**config.mk**
```make
export PLATFORM = sky130hd
export DESIGN_NAME = pipe_ctrl_top
export DESIGN_NICKNAME = d
export VERILOG_FILES = /design/src/rtl/pipe_pkg.sv /design/src/rtl/hazard_if.sv /design/src/rtl/hazard_unit.sv /design/src/rtl/pc_unit.sv /design/src/rtl/pipe_ctrl_top.sv /design/src/rtl/stage_regs.sv
export VERILOG_INCLUDE_DIRS = /design/src /design/src/rtl
export SDC_FILE = /design/constraint.sdc
export NUM_CORES = 1
export LEC_CHECK = 0
export BUFFER_PORTS_ARGS = -buffer_cell sky130_fd_sc_hd__buf_4
export CORE_MARGIN = 2
export CORE_UTILIZATION = 40
export DETAILED_ROUTE_END_ITERATION = 7
export HOLD_SLACK_MARGIN = 0.03
export SYNTH_ARGS = -nofsm -noshare
export SYNTH_HDL_FRONTEND = slang
export SYNTH_HIERARCHICAL = 1
export SYNTH_SLANG_ARGS = --single-unit
```
**constraint.sdc**
```tcl
create_clock -name CLK -period 4.7 [get_ports CLK]
set_clock_uncertainty 0.15 [all_clocks]
set_input_delay 0.235 -clock CLK [delete_from_list [all_inputs] [get_ports CLK]]
set_output_delay 0.235 -clock CLK [all_outputs]
set_load 0.01 [all_outputs]
```
**src/rtl/pipe_config.svh**
```systemverilog
// fixed build values for the pipeline control block
// nothing here is meant to be overridden per instance
// reset pc must be word aligned, the pc unit steps by 4
`ifndef PIPE_CONFIG_SVH
`define PIPE_CONFIG_SVH

// pc value loaded on reset
`define PIPE_RESET_PC 32'h0000_0000

// width of pc, instruction and register data words
`define PIPE_DATA_W 32

// width of a register number, 32 architectural registers
`define PIPE_REG_W 5

// width of the i-type immediate field
`define PIPE_IMM_W 16

`endif

```
**src/rtl/pipe_pkg.sv**
```systemverilog
// shared types for the pipeline control block
// opcode encodings follow the classic mips values, NOP is a private bubble code
`include "pipe_config.svh"

package pipe_pkg;

	// primary opcode field, NOP never comes from memory
	typedef enum logic [5:0] {
		RTYPE = 6'h00,
		BEQ   = 6'h04,
		BNE   = 6'h05,
		ADDI  = 6'h08,
		LW    = 6'h23,
		SW    = 6'h2b,
		NOP   = 6'h3f
	} opcode_t;

	// r-type view of an instruction word
	typedef struct packed {
		logic [5:0]             opcode;
		logic [`PIPE_REG_W-1:0] rs;
		logic [`PIPE_REG_W-1:0] rt;
		logic [`PIPE_REG_W-1:0] rd;
		logic [4:0]             shamt;
		logic [5:0]             funct;
	} r_fields_t;

	// i-type view of the same word
	typedef struct packed {
		logic [5:0]             opcode;
		logic [`PIPE_REG_W-1:0] rs;
		logic [`PIPE_REG_W-1:0] rt;
		logic [`PIPE_IMM_W-1:0] imm;
	} i_fields_t;

	// one 32 bit word, two decodings
	typedef union packed {
		r_fields_t r_fields;
		i_fields_t i_fields;
	} instr_u;

	// pc source select
	typedef enum logic {
		SEL_NEXT   = 1'b0,
		SEL_BRANCH = 1'b1
	} pc_sel_t;

	// bookkeeping carried by every pipeline register
	typedef struct packed {
		logic                    valid;
		logic [`PIPE_DATA_W-1:0] pc;
		opcode_t                 opcode;
		logic [`PIPE_REG_W-1:0]  rs;
		logic [`PIPE_REG_W-1:0]  rt;
		logic [`PIPE_IMM_W-1:0]  imm;
		// set for a load
		logic                    dren;
	} stage_t;

endpackage

```
**src/rtl/hazard_if.sv**
```systemverilog
// hazard signals between the stage registers, hazard unit and pc unit
// stage fields arrive already qualified by their valid bits
`timescale 1ns/100ps
`include "pipe_config.svh"

interface hazard_if;

	// instruction hit level, driven from the top
	logic ihit;

	// stage fields seen by the hazard unit
	pipe_pkg::opcode_t       opcode_ex_mem;
	logic                    zero_ex_mem;
	logic [`PIPE_REG_W-1:0]  rs_if_id;
	logic [`PIPE_REG_W-1:0]  rt_if_id;
	logic [`PIPE_REG_W-1:0]  rt_id_ex;
	logic                    dren_id_ex;

	// branch target formed in ex/mem
	logic [`PIPE_DATA_W-1:0] branch_target;

	// pc control
	pipe_pkg::pc_sel_t       pcsrc;
	logic                    enable_pc;

	// per stage enables and flushes
	logic enable_if_id, enable_id_ex, enable_ex_mem, enable_mem_wb;
	logic flush_if_id, flush_id_ex, flush_ex_mem, flush_mem_wb;

	modport stages (
		output opcode_ex_mem, zero_ex_mem, rs_if_id, rt_if_id, rt_id_ex, dren_id_ex,
		output branch_target,
		input  enable_if_id, enable_id_ex, enable_ex_mem, enable_mem_wb,
		input  flush_if_id, flush_id_ex, flush_ex_mem, flush_mem_wb
	);

	modport hazard (
		input  ihit, opcode_ex_mem, zero_ex_mem, rs_if_id, rt_if_id, rt_id_ex, dren_id_ex,
		output pcsrc, enable_pc,
		output enable_if_id, enable_id_ex, enable_ex_mem, enable_mem_wb,
		output flush_if_id, flush_id_ex, flush_ex_mem, flush_mem_wb
	);

	modport pc (
		input ihit, pcsrc, enable_pc, branch_target
	);

endinterface

```
**src/rtl/hazard_unit.sv**
```systemverilog
// load-use and branch hazard detection, purely combinational
// no forwarding exists, so any load-use match costs one stall cycle
// a taken branch wins over a load-use stall in the same cycle
`timescale 1ns/100ps
`include "pipe_config.svh"

module hazard_unit (
	hazard_if.hazard hif
);

	logic load_use_flag;
	logic branch_taken_flag;

	// taken branch resolved in ex/mem
	always_comb begin : branch_detect
		branch_taken_flag = 1'b0;
		// beq taken on equal operands
		if ((hif.opcode_ex_mem == pipe_pkg::BEQ) && hif.zero_ex_mem) begin
			branch_taken_flag = 1'b1;
		end
		// bne taken on unequal operands
		else if ((hif.opcode_ex_mem == pipe_pkg::BNE) && !hif.zero_ex_mem) begin
			branch_taken_flag = 1'b1;
		end
	end

	// load in id/ex whose destination is read by the instruction in if/id
	always_comb begin : load_use_detect
		load_use_flag = 1'b0;
		if (hif.dren_id_ex &&
			((hif.rt_id_ex == hif.rs_if_id) || (hif.rt_id_ex == hif.rt_if_id))) begin
			load_use_flag = 1'b1;
		end
	end

	always_comb begin : pcsrc_enable_flush
		// every stage and the pc follow ihit by default
		hif.pcsrc         = pipe_pkg::SEL_NEXT;
		hif.enable_pc     = hif.ihit;
		hif.enable_if_id  = hif.ihit;
		hif.enable_id_ex  = hif.ihit;
		hif.enable_ex_mem = hif.ihit;
		hif.enable_mem_wb = hif.ihit;
		hif.flush_if_id   = 1'b0;
		hif.flush_id_ex   = 1'b0;
		hif.flush_ex_mem  = 1'b0;
		hif.flush_mem_wb  = 1'b0;

		if (hif.ihit && branch_taken_flag) begin
			// redirect fetch to the branch target
			hif.pcsrc        = pipe_pkg::SEL_BRANCH;
			// drop the three younger instructions
			hif.flush_if_id  = 1'b1;
			hif.flush_id_ex  = 1'b1;
			hif.flush_ex_mem = 1'b1;
		end
		else if (hif.ihit && load_use_flag) begin
			// hold pc and if/id for one cycle
			hif.enable_pc    = 1'b0;
			hif.enable_if_id = 1'b0;
			// bubble into id/ex while the load moves on
			hif.flush_id_ex  = 1'b1;
		end
	end

endmodule

```
**src/rtl/pc_unit.sv**
```systemverilog
// program counter with hold, increment and branch target load
// advances only on a cycle with ihit high and enable_pc set
`timescale 1ns/100ps
`include "pipe_config.svh"

module pc_unit (
	input  logic                    CLK,
	input  logic                    reset,
	output logic [`PIPE_DATA_W-1:0] pc,
	hazard_if.pc                    hif
);

	logic [`PIPE_DATA_W-1:0] pc_plus4;
	logic [`PIPE_DATA_W-1:0] pc_next;
	logic                    pc_load;

	// sequential fetch address
	assign pc_plus4 = pc + `PIPE_DATA_W'(4);

	// target chosen by the hazard unit
	always_comb begin
		case (hif.pcsrc)
			pipe_pkg::SEL_BRANCH: pc_next = hif.branch_target;
			default:              pc_next = pc_plus4;
		endcase
	end

	// a miss holds fetch regardless of the hazard decision
	assign pc_load = hif.ihit & hif.enable_pc;

	always_ff @(posedge CLK) begin
		if (reset) begin
			pc <= `PIPE_RESET_PC;
		end
		else if (pc_load) begin
			pc <= pc_next;
		end
	end

endmodule

```
**src/rtl/pipe_ctrl_top.sv**
```systemverilog
// pipeline control top, plain ports only
// ihit is the sole flow control, low ihit freezes every stage and the pc
// register file sits outside and must answer rs_addr/rt_addr in the same cycle
`timescale 1ns/100ps
`include "pipe_config.svh"

module pipe_ctrl_top (
	input  logic                    CLK,
	input  logic                    reset,
	input  logic                    ihit,
	input  logic [`PIPE_DATA_W-1:0] instr,
	output logic [`PIPE_DATA_W-1:0] pc,
	output logic [`PIPE_REG_W-1:0]  rs_addr,
	output logic [`PIPE_REG_W-1:0]  rt_addr,
	input  logic [`PIPE_DATA_W-1:0] rs_data,
	input  logic [`PIPE_DATA_W-1:0] rt_data,
	output logic                    wb_valid,
	output logic [`PIPE_DATA_W-1:0] wb_pc,
	output pipe_pkg::opcode_t       wb_opcode
);

	// hazard signal bundle shared by the three blocks
	hazard_if hif ();

	// instruction hit enters the bundle here
	assign hif.ihit = ihit;

	// pipeline registers, decode and branch compare
	stage_regs i_stage_regs (
		.CLK       (CLK),
		.reset     (reset),
		.instr     (instr),
		.pc        (pc),
		.rs_addr   (rs_addr),
		.rt_addr   (rt_addr),
		.rs_data   (rs_data),
		.rt_data   (rt_data),
		.wb_valid  (wb_valid),
		.wb_pc     (wb_pc),
		.wb_opcode (wb_opcode),
		.hif       (hif.stages)
	);

	// stall, flush and pc source decisions
	hazard_unit i_hazard_unit (
		.hif (hif.hazard)
	);

	// fetch address
	pc_unit i_pc_unit (
		.CLK   (CLK),
		.reset (reset),
		.pc    (pc),
		.hif   (hif.pc)
	);

endmodule

```
**src/rtl/stage_regs.sv**
```systemverilog
// if/id, id/ex, ex/mem and mem/wb bookkeeping registers
// register file is outside, read combinationally from the if/id fields
// a flush writes a bubble, an enable low holds the stage
`timescale 1ns/100ps
`include "pipe_config.svh"

module stage_regs (
	input  logic                    CLK,
	input  logic                    reset,
	input  logic [`PIPE_DATA_W-1:0] instr,
	input  logic [`PIPE_DATA_W-1:0] pc,
	output logic [`PIPE_REG_W-1:0]  rs_addr,
	output logic [`PIPE_REG_W-1:0]  rt_addr,
	input  logic [`PIPE_DATA_W-1:0] rs_data,
	input  logic [`PIPE_DATA_W-1:0] rt_data,
	output logic                    wb_valid,
	output logic [`PIPE_DATA_W-1:0] wb_pc,
	output pipe_pkg::opcode_t       wb_opcode,
	hazard_if.stages                hif
);

	// empty slot written on reset and flush
	localparam pipe_pkg::stage_t BUBBLE = '{
		valid:  1'b0,
		pc:     '0,
		opcode: pipe_pkg::NOP,
		rs:     '0,
		rt:     '0,
		imm:    '0,
		dren:   1'b0
	};

	pipe_pkg::instr_u dec;
	pipe_pkg::stage_t fetch_rec;
	pipe_pkg::stage_t if_id, id_ex, ex_mem, mem_wb;

	// operand payload captured in id/ex
	logic [`PIPE_DATA_W-1:0] id_ex_rs_data, id_ex_rt_data;
	// branch compare and target captured in ex/mem
	logic                    ex_mem_zero;
	logic [`PIPE_DATA_W-1:0] ex_mem_target;
	logic [`PIPE_DATA_W-1:0] imm_sext_sh2;

	// decode the fetched word into a stage record
	always_comb begin
		dec              = instr;
		fetch_rec.valid  = 1'b1;
		fetch_rec.pc     = pc;
		fetch_rec.opcode = pipe_pkg::opcode_t'(dec.r_fields.opcode);
		fetch_rec.rs     = dec.r_fields.rs;
		fetch_rec.rt     = dec.r_fields.rt;
		// immediate only exists in the i-type view
		fetch_rec.imm    = dec.i_fields.imm;
		fetch_rec.dren   = (fetch_rec.opcode == pipe_pkg::LW);
	end

	// register file read addresses come from decode
	assign rs_addr = if_id.rs;
	assign rt_addr = if_id.rt;

	// word offset, sign extended
	assign imm_sext_sh2 = {{(`PIPE_DATA_W-`PIPE_IMM_W-2){id_ex.imm[`PIPE_IMM_W-1]}},
		id_ex.imm, 2'b00};

	always_ff @(posedge CLK) begin
		if (reset) begin
			if_id  <= BUBBLE;
			id_ex  <= BUBBLE;
			ex_mem <= BUBBLE;
			mem_wb <= BUBBLE;
		end
		else begin
			// fetch to decode
			if (hif.flush_if_id) if_id <= BUBBLE;
			else if (hif.enable_if_id) if_id <= fetch_rec;
			// decode to execute
			if (hif.flush_id_ex) id_ex <= BUBBLE;
			else if (hif.enable_id_ex) id_ex <= if_id;
			// execute to memory
			if (hif.flush_ex_mem) ex_mem <= BUBBLE;
			else if (hif.enable_ex_mem) ex_mem <= id_ex;
			// memory to writeback
			if (hif.flush_mem_wb) mem_wb <= BUBBLE;
			else if (hif.enable_mem_wb) mem_wb <= ex_mem;
		end
	end

	// payload follows its stage enable, validity lives in the records
	always_ff @(posedge CLK) begin
		if (hif.enable_id_ex) begin
			id_ex_rs_data <= rs_data;
			id_ex_rt_data <= rt_data;
		end
		if (hif.enable_ex_mem) begin
			// branch compare at the end of execute
			ex_mem_zero   <= (id_ex_rs_data == id_ex_rt_data);
			ex_mem_target <= id_ex.pc + `PIPE_DATA_W'(4) + imm_sext_sh2;
		end
	end

	// fields for the hazard unit, qualified by valid
	assign hif.opcode_ex_mem = ex_mem.valid ? ex_mem.opcode : pipe_pkg::NOP;
	assign hif.zero_ex_mem   = ex_mem_zero;
	assign hif.rs_if_id      = if_id.rs;
	assign hif.rt_if_id      = if_id.rt;
	assign hif.rt_id_ex      = id_ex.rt;
	assign hif.dren_id_ex    = id_ex.valid & id_ex.dren;
	assign hif.branch_target = ex_mem_target;

	// retire view
	assign wb_valid  = mem_wb.valid;
	assign wb_pc     = mem_wb.pc;
	assign wb_opcode = mem_wb.opcode;

endmodule
```
==> reports/summary.txt <==
Inserted Clock Buffers -> 36
DRC violations left -> 0
Final Hold Violating Endpoints -> 0
placeable core region -> 36,520 um2
maximum fanout along the worst path -> 5
RSZ-0062 raised after global routing -> false
Worst Setup End Kind -> register
Leakage -> 7.935 nW
Crit path largest cell delay -> 0.48 ns
Synth Flop Type -> dfxtp_1
clock sinks -> 334
Detail Route Antenna Nets -> 0
Syn Area/Cell -> 10.56 um2
wire per inst -> 17.47 um
via count of the first global-routing pass -> 10,820
Critical Path AT -> 3.51 ns
synthesized area -> 14,830 um2
htree depth -> 2
initial antenna violation count -> 0
Startpoint Class -> register
CP Depth -> 9
largest net degree at the start of global routing -> 73
dpl hpwl -> 25,260 um
reg2reg end -> i_stage_regs/hif.branch_target[29]
CTS max path bufs -> 3
GRT Total Usage -> 0.1915
FMAX -> 0.3022 GHz
Worst VDD drop -> 0.0002722 V
GRT Residual Overflow -> 0
via count -> 10,860
setup violators final -> 0
Initial Util -> 0.4061
share of layout cells above drive strength 1 -> 0.1592
Seq/Total Area, Yosys -> 0.5163
P per Cell Area -> 345.4 nW/um2
slowest CP cell -> a21oi_1
number of max-cap violations -> 0
total power -> 6.379 mW
share of the synthesized area in the top cell type -> 0.3199
first-pass GRT wire length -> 58,950 um
EDFF count, synth -> 97
syn_nets -> 1,562
synthesis-to-finish area growth -> 24.52%
Buf/Inv on CP -> 0
synth unique cells -> 69
Worst Hold Class -> input pin to register
clock transition at the registers of the reported paths -> 0.06 ns
fin crit period -> 3.309 ns
row count -> 70
setup ws final -> 1.391 ns
R2R setup slack -> 1.39 ns
hold path cells -> 2
final net count -> 1,783
number of diodes -> 0
Crit. Startpoint -> i_stage_regs/id_ex[2]
worst skew pair latency -> 0.53 ns
CTS tree -> done
DP Cell Count -> 1,958
final wirelength -> 37,040 um
Tcrit/Tclk final -> 0.7041
CP required -> 4.90 ns
Buffers on Ports -> 179
die width -> 196.6 um
Total Neg Setup Slack -> 0 ns
critical path class -> register to register
slew at the pin with the worst max-slew slack -> 1.062 ns
cell count after synthesis -> 1,404
Seq cells post-synth -> 334
die area -> 38,640 um2
final cell count without fillers -> 2,120
Yosys top cell by area -> dfxtp_1
Post-CTS Resized -> 0
Hold Path Sink -> i_stage_regs/id_ex_rt_data[30]
FF-to-FF path depth -> 9
yosys warns -> 6
share of synthesized registers carrying an async set or reset -> 0
routability cong. -> 0.8744
die height -> 196.6 um
fin. max-slew vios -> 0
crit path cell chain -> ha_1 > ha_1 > fa_1 > a211oi_1 > o21ai_0 > a21oi_1 > a211oi_1 > o2111a_1 > a311oi_1
CTS root buf -> clkbuf_16
top cells by area, synth -> dfxtp_1 32%, edfxtp_1 20%, mux2i_1 14%
delay-heaviest family, CP -> compound AO/OA/AOI/OAI gates
Max-slew headroom -> 0.2919
min-delay src -> rt_data[30]
initial drt markers -> 585
Place WS -> 1.464 ns
# IOs -> 180
DR vias/cell -> 5.122
drt first pass iters -> 5
status -> finished clean
Reg2Reg Launch Point -> i_stage_regs/id_ex[2]
==> cell usage after synthesis, types with 4 or more instances <==
cell      count
dfxtp_1     237
nor2_1      229
mux2i_1     210
edfxtp_1     97
nand2_1      85
ha_1         58
clkbuf_1     52
xor2_1       47
a21oi_1      41
buf_4        36
o21ai_0      36
inv_1        21
xnor2_1      21
nand3_1      19
nand4_1      17
a21o_1       14
a31oi_1      14
nor3_1       13
and3_1       12
a211oi_1     11
nor4_1       11
buf_1        10
a22oi_1       7
nand2b_1      7
o21a_1        6
a22o_1        5
buf_2         5
o21bai_1      5
o22ai_1       5
o31ai_1       5
or2_2         5
a32o_1        4
and2_1        4
==> worst register-to-register path: stages, from the launching register on <==
cell and delay (ns):
dfxtp_1 0.32, ha_1 0.29, ha_1 0.24, fa_1 0.43
a211oi_1 0.31, o21ai_0 0.22, a21oi_1 0.48, a211oi_1 0.18
o2111a_1 0.27, a311oi_1 0.24
==> metal layers <==
layer | track usage | share of wire | vias up
met2 | 0.3005 | 0.44 | 272
met5 | 0 | 0 | -
met3 | 0.04244 | 0.058 | 54
met1 | 0.2666 | 0.48 | 5132
li1 | - | - | 5400
met4 | 0.05219 | 0.018 | 0
==> layout make-up <==
class	count	area, um2
clock buffer	54	1067
sequential	334	7657
tap	468	585.6
inverter	21	78.83
multi-input combinational	945	6564
fill	3258	18050
timing repair buffer	287	2405
clock inverter	11	111.4
==> through the flow <==
stage          utilization  hold slack, ns  cell area, um2
2_1_floorplan            -          0.1839           14830
3_3_place_gp        0.4468          0.2634           16320
3_5_place_dp        0.4468          0.2643           16320
4_1_cts             0.5057          0.2351           18470
5_1_grt             0.5057          0.2602           18470
6_report            0.5057          0.2665           18470
==> where the power goes <==
part	total, mW	switching (mW)	internal [mW]
Clock	2.83	1.14	1.69
Sequential	3.12	0.0560	3.06
Combinational	0.433	0.211	0.222
==> logic make-up after synthesis <==
logic type	after synthesis	share of synthesized area
simple gates	425	0.1276
flops	334	0.5163
mux	213	0.1440
compound gates	179	0.07981
buf+inv	125	0.04167
xor+xnor	68	0.04016
fa+ha+maj	59	0.05028
other cells	1	0.0002528
==> worst max-delay path by stage <==
| stage | slack [ns] | end |
|---|---|---|
| 6_report | 1.39 | i_stage_regs/hif.branch_target[29] |
| 5_1_grt | 1.21 | i_stage_regs/hif.branch_target[29] |
| 4_1_cts | 1.41 | i_pc_unit/pc[13] |
| 3_5_place_dp | 1.46 | i_pc_unit/pc[16] |
| 3_3_place_gp | 1.47 | i_pc_unit/pc[11] |
| 2_1_floorplan | 1.79 | i_stage_regs/hif.branch_target[30] |
==> placed cells by master, fill, tap and decap left out, types with 6 or more instances in the layout <==
master / instances
xnor2_1: 21
o21a_1: 6
a211oi_1: 11
a21o_1: 13
dlygate4sd3_1: 97
ha_1: 58
clkbuf_16: 38
and3_1: 12
mux2i_1: 210
inv_1: 20
edfxtp_1: 97
xor2_1: 47
nor2_1: 229
clkbuf_1: 8
nand3_1: 19
nor4_1: 11
o21ai_0: 36
a22oi_1: 7
a31oi_1: 14
nor3_1: 13
buf_4: 189
nand2_1: 85
dfxtp_1: 237
nand2b_1: 7
nand4_1: 17
a21oi_1: 41
==> flip-flops by register name (all words and copies together), names as in the netlist <==
register,count
i_stage_regs/hif.rs_if_id,5
i_stage_regs/id_ex_rs_data,32
i_stage_regs/hif.rt_id_ex,5
i_pc_unit/pc,32
i_stage_regs/wb_opcode,6
i_stage_regs/ex_mem,39
i_stage_regs/hif.zero_ex_mem,1
i_stage_regs/hif.branch_target,32
i_stage_regs/id_ex_rt_data,32
i_stage_regs/if_id,56
i_stage_regs/hif.rt_if_id,5
i_stage_regs/wb_pc,32
i_stage_regs/id_ex,56
i_stage_regs/wb_valid,1
==> what timing repair did <==
item	in CTS	in global routing
hold buffers	97	0
endpoints found under the hold margin	106	0
buffers inserted	0	0
(Power assumes the default switching activity.)
